**src/verilog/pixelXfer_cfg.svh**
```systemverilog
// Build-time sizes and the host register map, included by the package and the RTL modules
`ifndef PIXELXFER_CFG_SVH
`define PIXELXFER_CFG_SVH

// Packed word FIFO depth, power of two (4, 8 or 16 all work)
`define WORD_FIFO_DEPTH	8

// AXI4-Lite byte address width
`define XFER_ADDR_W	4

// Register byte offsets
`define REG_CTRL	4'h0	// W: start, format, mask bit
`define REG_GROUPS	4'h4	// RW: length in 8-pixel groups
`define REG_STATUS	4'h8	// R: busy, done, FIFO level
`define REG_DATA	4'hC	// R: pops one packed word

`endif

```
**src/verilog/pixelXferPkg.sv**
```systemverilog
// Shared types of the pixel readback path, imported by the RTL modules that use them
`include "pixelXfer_cfg.svh"

package pixelXferPkg;

	// FIFO fill count runs 0..DEPTH, hence the extra bit
	localparam int LVL_W  = $clog2(`WORD_FIFO_DEPTH) + 1;
	localparam int FREE_W = LVL_W + 1;	// Free slot count seen by the controller

	// Pixel format, same encoding as CTRL bits 2:1
	typedef enum logic [1:0] {
		FMT_04BIT = 2'd0,	// 8 grey pixels per word
		FMT_08BIT = 2'd1,	// 4 grey pixels per word
		FMT_24BIT = 2'd2,	// 4 pixels per 3 words
		FMT_15BIT = 2'd3	// 2 pixels per word
	} pixFmt_e;

	// Transfer FSM states
	typedef enum logic [1:0] {
		ST_IDLE  = 2'd0,
		ST_RUN   = 2'd1,	// Accepting pixels
		ST_DRAIN = 2'd2,	// Last word still in flight
		ST_DONE  = 2'd3
	} xferState_e;

	// Incoming pixel, red in the low byte
	typedef struct packed {
		logic [7:0] b;
		logic [7:0] g;
		logic [7:0] r;
	} rgbPix_t;

	// Transfer setup from the host
	typedef struct packed {
		pixFmt_e     fmt;
		logic        setBit15;	// Mask bit for 15-bit words
		logic [15:0] groups;	// Length in groups of 8 pixels
	} xferCfg_t;

	// Status back to the host
	typedef struct packed {
		logic [LVL_W-1:0] level;	// Words waiting in the FIFO
		logic             done;
		logic             busy;
	} xferStat_t;

endpackage

```
**src/verilog/pixelCounter.sv**
```systemverilog
// Counts the pixels left in a transfer and flags the one that ends it
`timescale 1ns/1ps

module pixelCounter (
	input  logic        i_clk,
	input  logic        i_nrst,
	input  logic        i_load,
	input  logic [15:0] i_groups,	// Length in 8-pixel groups
	input  logic        i_accept,
	output logic        o_last,
	output logic        o_zero
);

	logic [18:0] remain;	// Up to 65535 * 8 pixels

	always_ff @(posedge i_clk) begin
		if (!i_nrst)
			remain <= '0;
		else if (i_load)
			remain <= {i_groups, 3'b000};
		else if (i_accept)
			remain <= remain - 19'd1;
	end

	assign o_last = i_accept && (remain == 19'd1);
	// Look through to the new length while loading
	assign o_zero = i_load ? (i_groups == 16'd0) : (remain == 19'd0);

	// Controller must stop ready once the count runs out
	assert property (@(posedge i_clk) disable iff (!i_nrst)
		i_accept |-> (remain != 19'd0))
		else $error("Pixel accepted with no pixels left");

endmodule

```
**src/verilog/pixelXferTop.sv**
```systemverilog
// Top of the pixel readback path, host registers to packed word FIFO
`timescale 1ns/1ps
`include "pixelXfer_cfg.svh"

module pixelXferTop import pixelXferPkg::*; (
	input  logic                    i_clk,
	input  logic                    i_nrst,
	// AXI4-Lite host
	input  logic                    i_awvalid,
	output logic                    o_awready,
	input  logic [`XFER_ADDR_W-1:0] i_awaddr,
	input  logic                    i_wvalid,
	output logic                    o_wready,
	input  logic [31:0]             i_wdata,
	output logic                    o_bvalid,
	input  logic                    i_bready,
	output logic [1:0]              o_bresp,
	input  logic                    i_arvalid,
	output logic                    o_arready,
	input  logic [`XFER_ADDR_W-1:0] i_araddr,
	output logic                    o_rvalid,
	input  logic                    i_rready,
	output logic [31:0]             o_rdata,
	output logic [1:0]              o_rresp,
	// Pixel stream from the VRAM reader
	input  logic                    i_pixValid,
	input  rgbPix_t                 i_pix,
	output logic                    o_pixReady
);

	xferCfg_t          cfg;
	xferStat_t         stat;
	logic              start;
	logic              pop;
	logic              load;
	logic              busy;
	logic              done;
	logic              last;
	logic              zero;
	logic              pixAccept;
	logic              wordValid;
	logic [31:0]       packedWord;
	logic [31:0]       fifoData;
	logic [LVL_W-1:0]  fifoLevel;
	logic [FREE_W-1:0] fifoFree;

	assign pixAccept = i_pixValid & o_pixReady;
	assign stat      = '{level: fifoLevel, done: done, busy: busy};

	xferRegs uRegs (
		.i_clk(i_clk), .i_nrst(i_nrst),
		.i_awvalid(i_awvalid), .o_awready(o_awready), .i_awaddr(i_awaddr),
		.i_wvalid(i_wvalid), .o_wready(o_wready), .i_wdata(i_wdata),
		.o_bvalid(o_bvalid), .i_bready(i_bready), .o_bresp(o_bresp),
		.i_arvalid(i_arvalid), .o_arready(o_arready), .i_araddr(i_araddr),
		.o_rvalid(o_rvalid), .i_rready(i_rready), .o_rdata(o_rdata), .o_rresp(o_rresp),
		.i_stat(stat), .i_popData(fifoData),
		.o_cfg(cfg), .o_start(start), .o_pop(pop)
	);

	xferCtrl uCtrl (
		.i_clk(i_clk), .i_nrst(i_nrst),
		.i_start(start), .i_zero(zero), .i_last(last), .i_fifoFree(fifoFree),
		.o_state(), .o_pixReady(o_pixReady), .o_load(load),
		.o_busy(busy), .o_done(done)
	);

	pixelCounter uCount (
		.i_clk(i_clk), .i_nrst(i_nrst),
		.i_load(load), .i_groups(cfg.groups), .i_accept(pixAccept),
		.o_last(last), .o_zero(zero)
	);

	rgbPacker uPack (
		.i_clk(i_clk), .i_nrst(i_nrst),
		.i_clear(load), .i_wrtPix(pixAccept),
		.i_fmt(cfg.fmt), .i_setBit15(cfg.setBit15), .i_pix(i_pix),
		.o_dataValid(wordValid), .o_dataPacked(packedWord)
	);

	wordFifo uFifo (
		.i_clk(i_clk), .i_nrst(i_nrst),
		.i_push(wordValid), .i_data(packedWord), .i_pop(pop),
		.o_data(fifoData), .o_level(fifoLevel), .o_free(fifoFree)
	);

endmodule

```
**src/verilog/rgbPacker.sv**
```systemverilog
// Packs accepted RGB pixels into 32-bit words for the selected pixel format
`timescale 1ns/1ps

module rgbPacker import pixelXferPkg::*; (
	input  logic        i_clk,
	input  logic        i_nrst,
	input  logic        i_clear,	// New transfer
	input  logic        i_wrtPix,	// Pixel accepted this cycle
	input  pixFmt_e     i_fmt,
	input  logic        i_setBit15,
	input  rgbPix_t     i_pix,
	output logic        o_dataValid,
	output logic [31:0] o_dataPacked
);

	logic [2:0]  phase;	// Pixel index within the packing cycle
	logic [31:0] lanes;	// Pixel bits placed at their word position
	logic [31:0] spill;	// Lanes for the second 24-bit word
	logic [15:0] half15;
	logic [7:0]  nibEn;	// Nibbles of wordLo written by this pixel
	logic [1:0]  hiEn;	// Halves of wordHi written by this pixel
	logic        wordDone;
	logic        useHi;
	logic [31:0] wordLo;
	logic [31:0] wordHi;

	// 15-bit colour, mask bit on top
	assign half15 = {i_setBit15, i_pix.b[7:3], i_pix.g[7:3], i_pix.r[7:3]};
	// Word 1 of a 24-bit group is G1 B1 R2 G2, low byte first
	assign spill  = {i_pix.g, i_pix.r, i_pix.b, i_pix.g};

	always_comb begin
		lanes    = {8{i_pix.r[7:4]}};
		nibEn    = 8'h00;
		hiEn     = 2'b00;
		wordDone = 1'b0;
		case (i_fmt)
		FMT_04BIT: begin
			nibEn    = 8'h01 << phase;
			wordDone = (phase == 3'd7);
		end
		FMT_08BIT: begin
			lanes    = {4{i_pix.r}};
			nibEn    = 8'h03 << {phase[1:0], 1'b0};
			wordDone = (phase[1:0] == 2'd3);
		end
		FMT_24BIT: begin
			// Byte order rotates by one colour every other pixel
			if (phase[1])
				lanes = {i_pix.b, i_pix.g, i_pix.r, i_pix.b};
			else
				lanes = {i_pix.r, i_pix.b, i_pix.g, i_pix.r};
			case (phase[1:0])
			2'd0: nibEn = 8'h3F;	// R0 G0 B0
			2'd1: begin
				nibEn = 8'hC0;	// R1 ends word 0
				hiEn  = 2'b01;	// G1 B1 start word 1
			end
			2'd2: begin
				nibEn = 8'h03;	// B2 opens word 2
				hiEn  = 2'b10;	// R2 G2 end word 1
			end
			default: nibEn = 8'hFC;	// R3 G3 B3
			endcase
			wordDone = (phase[1:0] != 2'd0);
		end
		default: begin
			lanes    = {2{half15}};
			nibEn    = phase[0] ? 8'hF0 : 8'h0F;
			wordDone = phase[0];
		end
		endcase
	end

	// Phase and output strobe
	always_ff @(posedge i_clk) begin
		if (!i_nrst || i_clear) begin
			phase       <= 3'd0;
			o_dataValid <= 1'b0;
			useHi       <= 1'b0;
		end else begin
			o_dataValid <= i_wrtPix && wordDone;
			useHi       <= (i_fmt == FMT_24BIT) && (phase[1:0] == 2'd2);
			if (i_wrtPix)
				phase <= phase + 3'd1;
		end
	end

	// Nibble-enabled word registers
	always_ff @(posedge i_clk) begin
		if (i_wrtPix) begin
			for (int k = 0; k < 8; k++) begin
				if (nibEn[k])
					wordLo[4*k +: 4] <= lanes[4*k +: 4];
			end
			if (hiEn[0])
				wordHi[15:0] <= spill[15:0];
			if (hiEn[1])
				wordHi[31:16] <= spill[31:16];
		end
	end

	assign o_dataPacked = useHi ? wordHi : wordLo;	// Second register only for word 1

endmodule

```
**src/verilog/wordFifo.sv**
```systemverilog
// Register FIFO with first-word fall-through holding packed words for the host
`timescale 1ns/1ps
`include "pixelXfer_cfg.svh"

module wordFifo import pixelXferPkg::*; (
	input  logic              i_clk,
	input  logic              i_nrst,
	input  logic              i_push,
	input  logic [31:0]       i_data,
	input  logic              i_pop,
	output logic [31:0]       o_data,	// Head word, valid while level is nonzero
	output logic [LVL_W-1:0]  o_level,
	output logic [FREE_W-1:0] o_free
);

	localparam int DEPTH = `WORD_FIFO_DEPTH;
	localparam int PTR_W = $clog2(DEPTH);

	logic [31:0]      mem [DEPTH];
	logic [PTR_W-1:0] wrPtr;
	logic [PTR_W-1:0] rdPtr;
	logic [LVL_W-1:0] level;

	// Pointers and fill count
	always_ff @(posedge i_clk) begin
		if (!i_nrst) begin
			wrPtr <= '0;
			rdPtr <= '0;
			level <= '0;
		end else begin
			if (i_push)
				wrPtr <= wrPtr + PTR_W'(1);	// Wraps on power-of-two depth
			if (i_pop)
				rdPtr <= rdPtr + PTR_W'(1);
			case ({i_push, i_pop})
			2'b10:   level <= level + LVL_W'(1);
			2'b01:   level <= level - LVL_W'(1);
			default: level <= level;
			endcase
		end
	end

	// Storage
	always_ff @(posedge i_clk) begin
		if (i_push)
			mem[wrPtr] <= i_data;
	end

	assign o_data  = mem[rdPtr];
	assign o_level = level;
	assign o_free  = FREE_W'(DEPTH) - FREE_W'(level);

	// Pixel ready gating must keep a slot for the packer
	assert property (@(posedge i_clk) disable iff (!i_nrst)
		i_push |-> (level != LVL_W'(DEPTH)))
		else $error("Push into full FIFO");

	// Host pops only when STATUS shows a word
	assert property (@(posedge i_clk) disable iff (!i_nrst)
		i_pop |-> (level != '0))
		else $error("Pop from empty FIFO");

endmodule

```
**src/verilog/xferCtrl.sv**
```systemverilog
// Transfer FSM instanced by the top level to start, run, drain and complete one pixel readback
`timescale 1ns/1ps

module xferCtrl import pixelXferPkg::*; (
	input  logic              i_clk,
	input  logic              i_nrst,
	input  logic              i_start,	// Accepted CTRL start
	input  logic              i_zero,	// Counter at zero, looked through during load
	input  logic              i_last,	// Last pixel accepted
	input  logic [FREE_W-1:0] i_fifoFree,
	output xferState_e        o_state,
	output logic              o_pixReady,
	output logic              o_load,
	output logic              o_busy,
	output logic              o_done
);

	xferState_e state;
	xferState_e nextState;
	logic       canStart;

	assign canStart = (state == ST_IDLE) || (state == ST_DONE);
	assign o_load   = i_start && canStart;	// Loads counter, clears packer phase

	always_comb begin
		nextState = state;
		case (state)
		ST_IDLE, ST_DONE: begin
			if (o_load)
				nextState = i_zero ? ST_DRAIN : ST_RUN;	// GROUPS = 0 skips RUN
		end
		ST_RUN: begin
			if (i_last)
				nextState = ST_DRAIN;
		end
		ST_DRAIN: nextState = ST_DONE;	// Packer output stage settles
		default:  nextState = ST_IDLE;
		endcase
	end

	always_ff @(posedge i_clk) begin
		if (!i_nrst)
			state <= ST_IDLE;
		else
			state <= nextState;
	end

	// One spare slot kept for a word still leaving the packer
	assign o_pixReady = (state == ST_RUN) && (i_fifoFree >= FREE_W'(2));
	assign o_busy     = (state == ST_RUN) || (state == ST_DRAIN);
	assign o_done     = (state == ST_DONE);
	assign o_state    = state;

	// RUN is left on the last pixel, so the count never hits zero inside it
	assert property (@(posedge i_clk) disable iff (!i_nrst)
		(state == ST_RUN) |-> !i_zero)
		else $error("RUN state held with no pixels left");

endmodule

```
**src/verilog/xferRegs.sv**
```systemverilog
// AXI4-Lite slave with the transfer control registers, the status view and the DATA pop port
`timescale 1ns/1ps
`include "pixelXfer_cfg.svh"

module xferRegs import pixelXferPkg::*; (
	input  logic                    i_clk,
	input  logic                    i_nrst,
	// Write address and data, taken together
	input  logic                    i_awvalid,
	output logic                    o_awready,
	input  logic [`XFER_ADDR_W-1:0] i_awaddr,
	input  logic                    i_wvalid,
	output logic                    o_wready,
	input  logic [31:0]             i_wdata,
	// Write response
	output logic                    o_bvalid,
	input  logic                    i_bready,
	output logic [1:0]              o_bresp,
	// Read address and data
	input  logic                    i_arvalid,
	output logic                    o_arready,
	input  logic [`XFER_ADDR_W-1:0] i_araddr,
	output logic                    o_rvalid,
	input  logic                    i_rready,
	output logic [31:0]             o_rdata,
	output logic [1:0]              o_rresp,
	// Core side
	input  xferStat_t               i_stat,
	input  logic [31:0]             i_popData,	// FIFO head, fall-through
	output xferCfg_t                o_cfg,
	output logic                    o_start,
	output logic                    o_pop
);

	localparam logic [1:0] RESP_OKAY   = 2'b00;
	localparam logic [1:0] RESP_SLVERR = 2'b10;

	pixFmt_e     fmtReg;	// Format of the running transfer
	logic        maskReg;
	logic [15:0] groupsReg;
	logic        wrAccept;
	logic        rdAccept;
	logic        wrErr;
	logic        rdErr;
	logic        fifoHasWord;
	logic [31:0] statWord;
	logic [31:0] rdMux;

	assign wrAccept    = o_awready & i_awvalid & o_wready & i_wvalid;
	assign rdAccept    = o_arready & i_arvalid;
	assign fifoHasWord = (i_stat.level != '0);

	// STATUS layout: busy bit 0, done bit 1, level from bit 4
	assign statWord = {{(28 - LVL_W){1'b0}}, i_stat.level, 2'b00, i_stat.done, i_stat.busy};

	// Start is dropped while a transfer is busy
	assign o_start = wrAccept && (i_awaddr == `REG_CTRL) && i_wdata[0] && !i_stat.busy;
	assign o_pop   = rdAccept && (i_araddr == `REG_DATA) && fifoHasWord;	// Head taken now
	assign o_cfg   = '{fmt: fmtReg, setBit15: maskReg, groups: groupsReg};

	// Only CTRL and GROUPS take writes
	assign wrErr = (i_awaddr != `REG_CTRL) && (i_awaddr != `REG_GROUPS);

	// Read data select
	always_comb begin
		rdMux = '0;
		rdErr = 1'b0;
		case (i_araddr)
		`REG_CTRL:   rdMux = {28'd0, maskReg, fmtReg, 1'b0};	// Start reads back as 0
		`REG_GROUPS: rdMux = {16'd0, groupsReg};
		`REG_STATUS: rdMux = statWord;
		`REG_DATA: begin
			if (fifoHasWord)
				rdMux = i_popData;
			else
				rdErr = 1'b1;	// Empty FIFO, zero data
		end
		default:     rdErr = 1'b1;
		endcase
	end

	// Write channel and the host registers
	always_ff @(posedge i_clk) begin
		if (!i_nrst) begin
			o_awready <= 1'b0;
			o_wready  <= 1'b0;
			o_bvalid  <= 1'b0;
			o_bresp   <= RESP_OKAY;
			fmtReg    <= FMT_04BIT;
			maskReg   <= 1'b0;
			groupsReg <= '0;
		end else begin
			// One-cycle ready pulse once both channels are up
			o_awready <= i_awvalid & i_wvalid & ~o_awready & ~o_bvalid;
			o_wready  <= i_awvalid & i_wvalid & ~o_awready & ~o_bvalid;
			if (o_bvalid && i_bready)
				o_bvalid <= 1'b0;
			if (wrAccept) begin
				o_bvalid <= 1'b1;
				o_bresp  <= wrErr ? RESP_SLVERR : RESP_OKAY;
				if (o_start) begin
					fmtReg  <= pixFmt_e'(i_wdata[2:1]);	// Latched with the start
					maskReg <= i_wdata[3];
				end
				if (i_awaddr == `REG_GROUPS)
					groupsReg <= i_wdata[15:0];
			end
		end
	end

	// Read channel control
	always_ff @(posedge i_clk) begin
		if (!i_nrst) begin
			o_arready <= 1'b0;
			o_rvalid  <= 1'b0;
			o_rresp   <= RESP_OKAY;
		end else begin
			o_arready <= i_arvalid & ~o_arready & ~o_rvalid;	// One read in flight
			if (o_rvalid && i_rready)
				o_rvalid <= 1'b0;
			if (rdAccept) begin
				o_rvalid <= 1'b1;
				o_rresp  <= rdErr ? RESP_SLVERR : RESP_OKAY;
			end
		end
	end

	// Read payload
	always_ff @(posedge i_clk) begin
		if (rdAccept)
			o_rdata <= rdMux;
	end

	// Response held steady until the host takes it
	assert property (@(posedge i_clk) disable iff (!i_nrst)
		o_rvalid && !i_rready |=> o_rvalid && $stable(o_rdata))
		else $error("RVALID or RDATA changed before RREADY");

endmodule
```
**config.mk**
```make
export PLATFORM = sky130hd
export DESIGN_NAME = pixelXferTop
export DESIGN_NICKNAME = d
export VERILOG_FILES = /design/src/verilog/pixelXferPkg.sv /design/src/verilog/pixelCounter.sv /design/src/verilog/pixelXferTop.sv /design/src/verilog/rgbPacker.sv /design/src/verilog/wordFifo.sv /design/src/verilog/xferCtrl.sv /design/src/verilog/xferRegs.sv
export VERILOG_INCLUDE_DIRS = /design/src /design/src/verilog
export SDC_FILE = /design/constraint.sdc
export NUM_CORES = 1
export LEC_CHECK = 0
export BUFFER_PORTS_ARGS = -buffer_cell sky130_fd_sc_hd__clkbuf_2
export CAP_MARGIN = 15
export CORE_ASPECT_RATIO = 0.75
export CORE_MARGIN = 2
export CORE_UTILIZATION = 45
export CTS_CLUSTER_SIZE = 20
export DETAILED_ROUTE_END_ITERATION = 7
export SYNTH_ARGS = -nofsm -noshare
export SYNTH_HDL_FRONTEND = slang
export SYNTH_SLANG_ARGS = --single-unit
export TNS_END_PERCENT = 100
```
**constraint.sdc**
```tcl
create_clock -name i_clk -period 4 [get_ports i_clk]
set_clock_uncertainty 0.15 [all_clocks]
set_input_delay 0.2 -clock i_clk [delete_from_list [all_inputs] [get_ports i_clk]]
set_output_delay 0.2 -clock i_clk [all_outputs]
set_load 0.02 [all_outputs]
```
==> results.toml <==
[yosys]
async_reset_ff_frac = 0
synth_compound_area_frac = 0.0568
syn_area_mm2 = 0.0173
ys_types = 62
ys.flop_type = "edfxtp_1"
synth_xor_area_frac = 0.0121
postSynthCellCount = 1093
yosys.area_share.simple = 0.0687
synth-edff-count = 352
yosys_warnings = 0
synth_top_family_by_area = "multiplexers"
ys_seq_area_frac = 0.684
syn_avg_cell_area_um2 = 15.8
ys_ff_latch = 416
synthAdderAreaFrac = 0.0149
synth.mux.area_fraction = 0.144

[pwr]
p_leak_nw = 6.66
power_mw = 9.43
power.density_mw_per_mm2 = 462
ir_worst_vdd_mv = 0.245

[placed_design]
portBuffers = 95
dp_cells = 1668
place_ws_ns = 0.795
place_congestion = 0.881
hpwl_mm = 25.6

[critical_path]
critPathKind = "flip-flop to flip-flop"
required_ns = 4.02
path_max_fanout = 8
arrival_ns = 3.24
cp-endpoint = "uPack.wordLo[26]"
r2r_cells = 8
r2r_start = "uFifo.o_level[0]"
start_kind = "flip-flop"
reg2reg_slack_ns = 0.77
end_kind = "flip-flop"
r2r-end = "uPack.wordLo[26]"
crit_start = "uFifo.o_level[0]"

[drt]
drt_pre_antenna_iters = 6
wire_per_inst_um = 22.1
drc = 0
ant_nets = 0
via_per_inst = 5.61
drt-total-wl_mm = 39.8
vias = 10100
drtIter0Drc = 1025

[timing]
whs_ns = 0.0621
timing.final.crit_share = 0.806
rsz0062_at_grt = "false"
drv_slew = 0
finalCriticalPeriod_ns = 3.23
fmax_mhz = 310
setup_violations = 0
layout_setup_ws_ns = 0.774
fin_tns_setup_ns = 0
tightest_slew_ns = 0.848
slew_headroom = 0.435
finalHoldViolCount = 0

[grt]
grt_max_degree = 38
gr-total-overflow = 0
first_global_vias = 10100
antenna_found_initial = 0
grt_pass1_wl_mm = 61.0
grt.total_usage = 0.202

[clock_network]
cts_root_buf = "clkbuf_16"
clk_pin_slew_worst_paths_ns = 0.07
cts_hold_buf = 61
cts_tree = "built"
htreeDepth = 2
ctsResizeCount = 0
post-cts-setup-buffers = 0
cts_sinks = 416
clock_path_buffers = 3
clk_latency_ns = 0.55
numCtsBuffers = 41

[final_layout]
final_cells = 1804
fillers = 3056
synthToLayoutAreaGrowth_pct = 17.7
diodes = 0
multi_input_area_mm2 = 0.00521
ff_latch_area_mm2 = 0.0119
final_nets = 1352
final_layout_size_suffix_gt1_frac = 0.248

[die]
die_area_mm2 = 0.0401
core-area_mm2 = 0.0381
die_w_um = 231
num_io_pins = 114
initial_utilization = 0.455
fp-row-count = 62
die_y_um = 174

[status]
status = "completed"

[flow_run]
cap_violations = 0

[hold_path]
hp-class = "input port to flip-flop"
-- flip-flops by register name (all words and copies together) (netlist names), named ones only --
name,cells
uRegs.o_arready,1
uCtrl.o_state,2
uRegs.groupsReg,16
uPack.phase,3
uCount.remain,19
uRegs.fmtReg,2
uPack.o_dataValid,1
uRegs.o_awready,1
uPack.wordHi,32
uFifo.mem,256
uPack.wordLo,32
uRegs.o_rvalid,1
uRegs.o_rresp,1
uFifo.o_level,4
uRegs.o_rdata,32
uFifo.wrPtr,3
uFifo.rdPtr,3
uRegs.o_bresp,1
uRegs.maskReg,1
uRegs.o_bvalid,1
uPack.useHi,1
-- how the worst min path moves through the flow --
stage | from | to | slack [ns] | depth (start not counted)
2_1_floorplan | i_pix[8] | uPack.wordHi[0] | 0.15 | 0
5_1_grt | i_awaddr[3] | uRegs.maskReg | 0.07 | 5
3_5_place_dp | i_pix[17] | uPack.wordHi[9] | 0.28 | 1
3_3_place_gp | i_pix[16] | uPack.wordHi[8] | 0.28 | 1
4_1_cts | i_wvalid | uRegs.o_bresp[1] | 0.02 | 4
6_report | i_awaddr[3] | uCount.remain[13] | 0.06 | 5
-- through the flow --
stage	area (um2)	utilization
after floorplan	17300	-
after detailed placement	18500	0.485
after global placement	18500	0.485
after CTS	20400	0.535
after global routing	20400	0.535
final	20400	0.535
-- cells in the mapped netlist, types with 12 or more instances --
library cell | n | area [um2]
inv_1 | 18 | 67.6
nand2_1 | 79 | 297
mux4_2 | 72 | 1620
xnor2_1 | 12 | 105
buf_1 | 14 | 52.6
edfxtp_1 | 352 | 10600
dfxtp_1 | 64 | 1280
mux2_2 | 40 | 450
mux2i_1 | 43 | 430
ha_1 | 19 | 238
nand3_1 | 22 | 110
xor2_1 | 12 | 105
a21oi_1 | 56 | 280
o21ai_1 | 14 | 70.1
clkbuf_1 | 30 | 113
o21ai_0 | 32 | 160
nor2_1 | 70 | 263
-- critical path, cell delays in order, from the launching register on --
cell       delay [ns]
dfxtp_1          0.48
inv_1            0.15
ha_1             0.32
a2111oi_4        0.44
o41ai_4          0.18
buf_4            0.20
inv_2            0.12
nand2_1          0.13
a221oi_1         0.66
-- cell usage in the layout, fill, tap and decap left out, drive strengths merged, types with 3 or more instances in the layout --
| cell type | instances |
|---|---|
| a211oi | 8 |
| a21o | 10 |
| a21oi | 56 |
| a22oi | 9 |
| a311oi | 3 |
| and2 | 3 |
| and3 | 4 |
| buf | 25 |
| bufinv | 4 |
| clkbuf | 146 |
| clkinv | 21 |
| dfxtp | 64 |
| dlygate4sd3 | 61 |
| edfxtp | 352 |
| ha | 19 |
| inv | 19 |
| mux2 | 40 |
| mux2i | 43 |
| mux4 | 72 |
| nand2 | 79 |
| nand2b | 9 |
| nand3 | 23 |
| nand4 | 7 |
| nor2 | 71 |
| nor2b | 7 |
| nor3 | 13 |
| nor4 | 13 |
| o21ai | 46 |
| o22ai | 10 |
| o2bb2ai | 4 |
| o41ai | 3 |
| or3 | 4 |
| xnor2 | 12 |
| xor2 | 12 |
-- area by class of cell --
cell class,count,share of cell area
flip-flops and latches,416,0.581
multi-input cells,600,0.255
repair buffers,181,0.0631
clock buffers,51,0.0547
well taps,512,0.0314
clock inverters,24,0.0103
inverters,20,0.00368
-- layer usage --
layer | global-route usage | up-vias | part of all wire
met4 | 0.0468 | 0 | 0.017
met1 | 0.315 | 5140 | 0.48
met5 | 0 | - | 0
met2 | 0.291 | 334 | 0.43
met3 | 0.0407 | 59 | 0.071
li1 | - | 4591 | -
-- power breakdown --
group	total, mW	switching [mW]	internal, mW
Combinational	0.803	0.478	0.325
Sequential	4.79	0.0693	4.72
Clock	3.83	1.60	2.24
Total	9.43	2.14	7.28
-- kinds of logic (layout without fill, tap and decap cells) --
family	Yosys count	in the layout
simple gates	243	243
fa+ha+maj	20	20
mux	155	155
flops	416	416
buf+inv	78	276
xor+xnor	24	24
compound gates	156	156
other cells	1	2
Power figures use the tool's default switching activity.
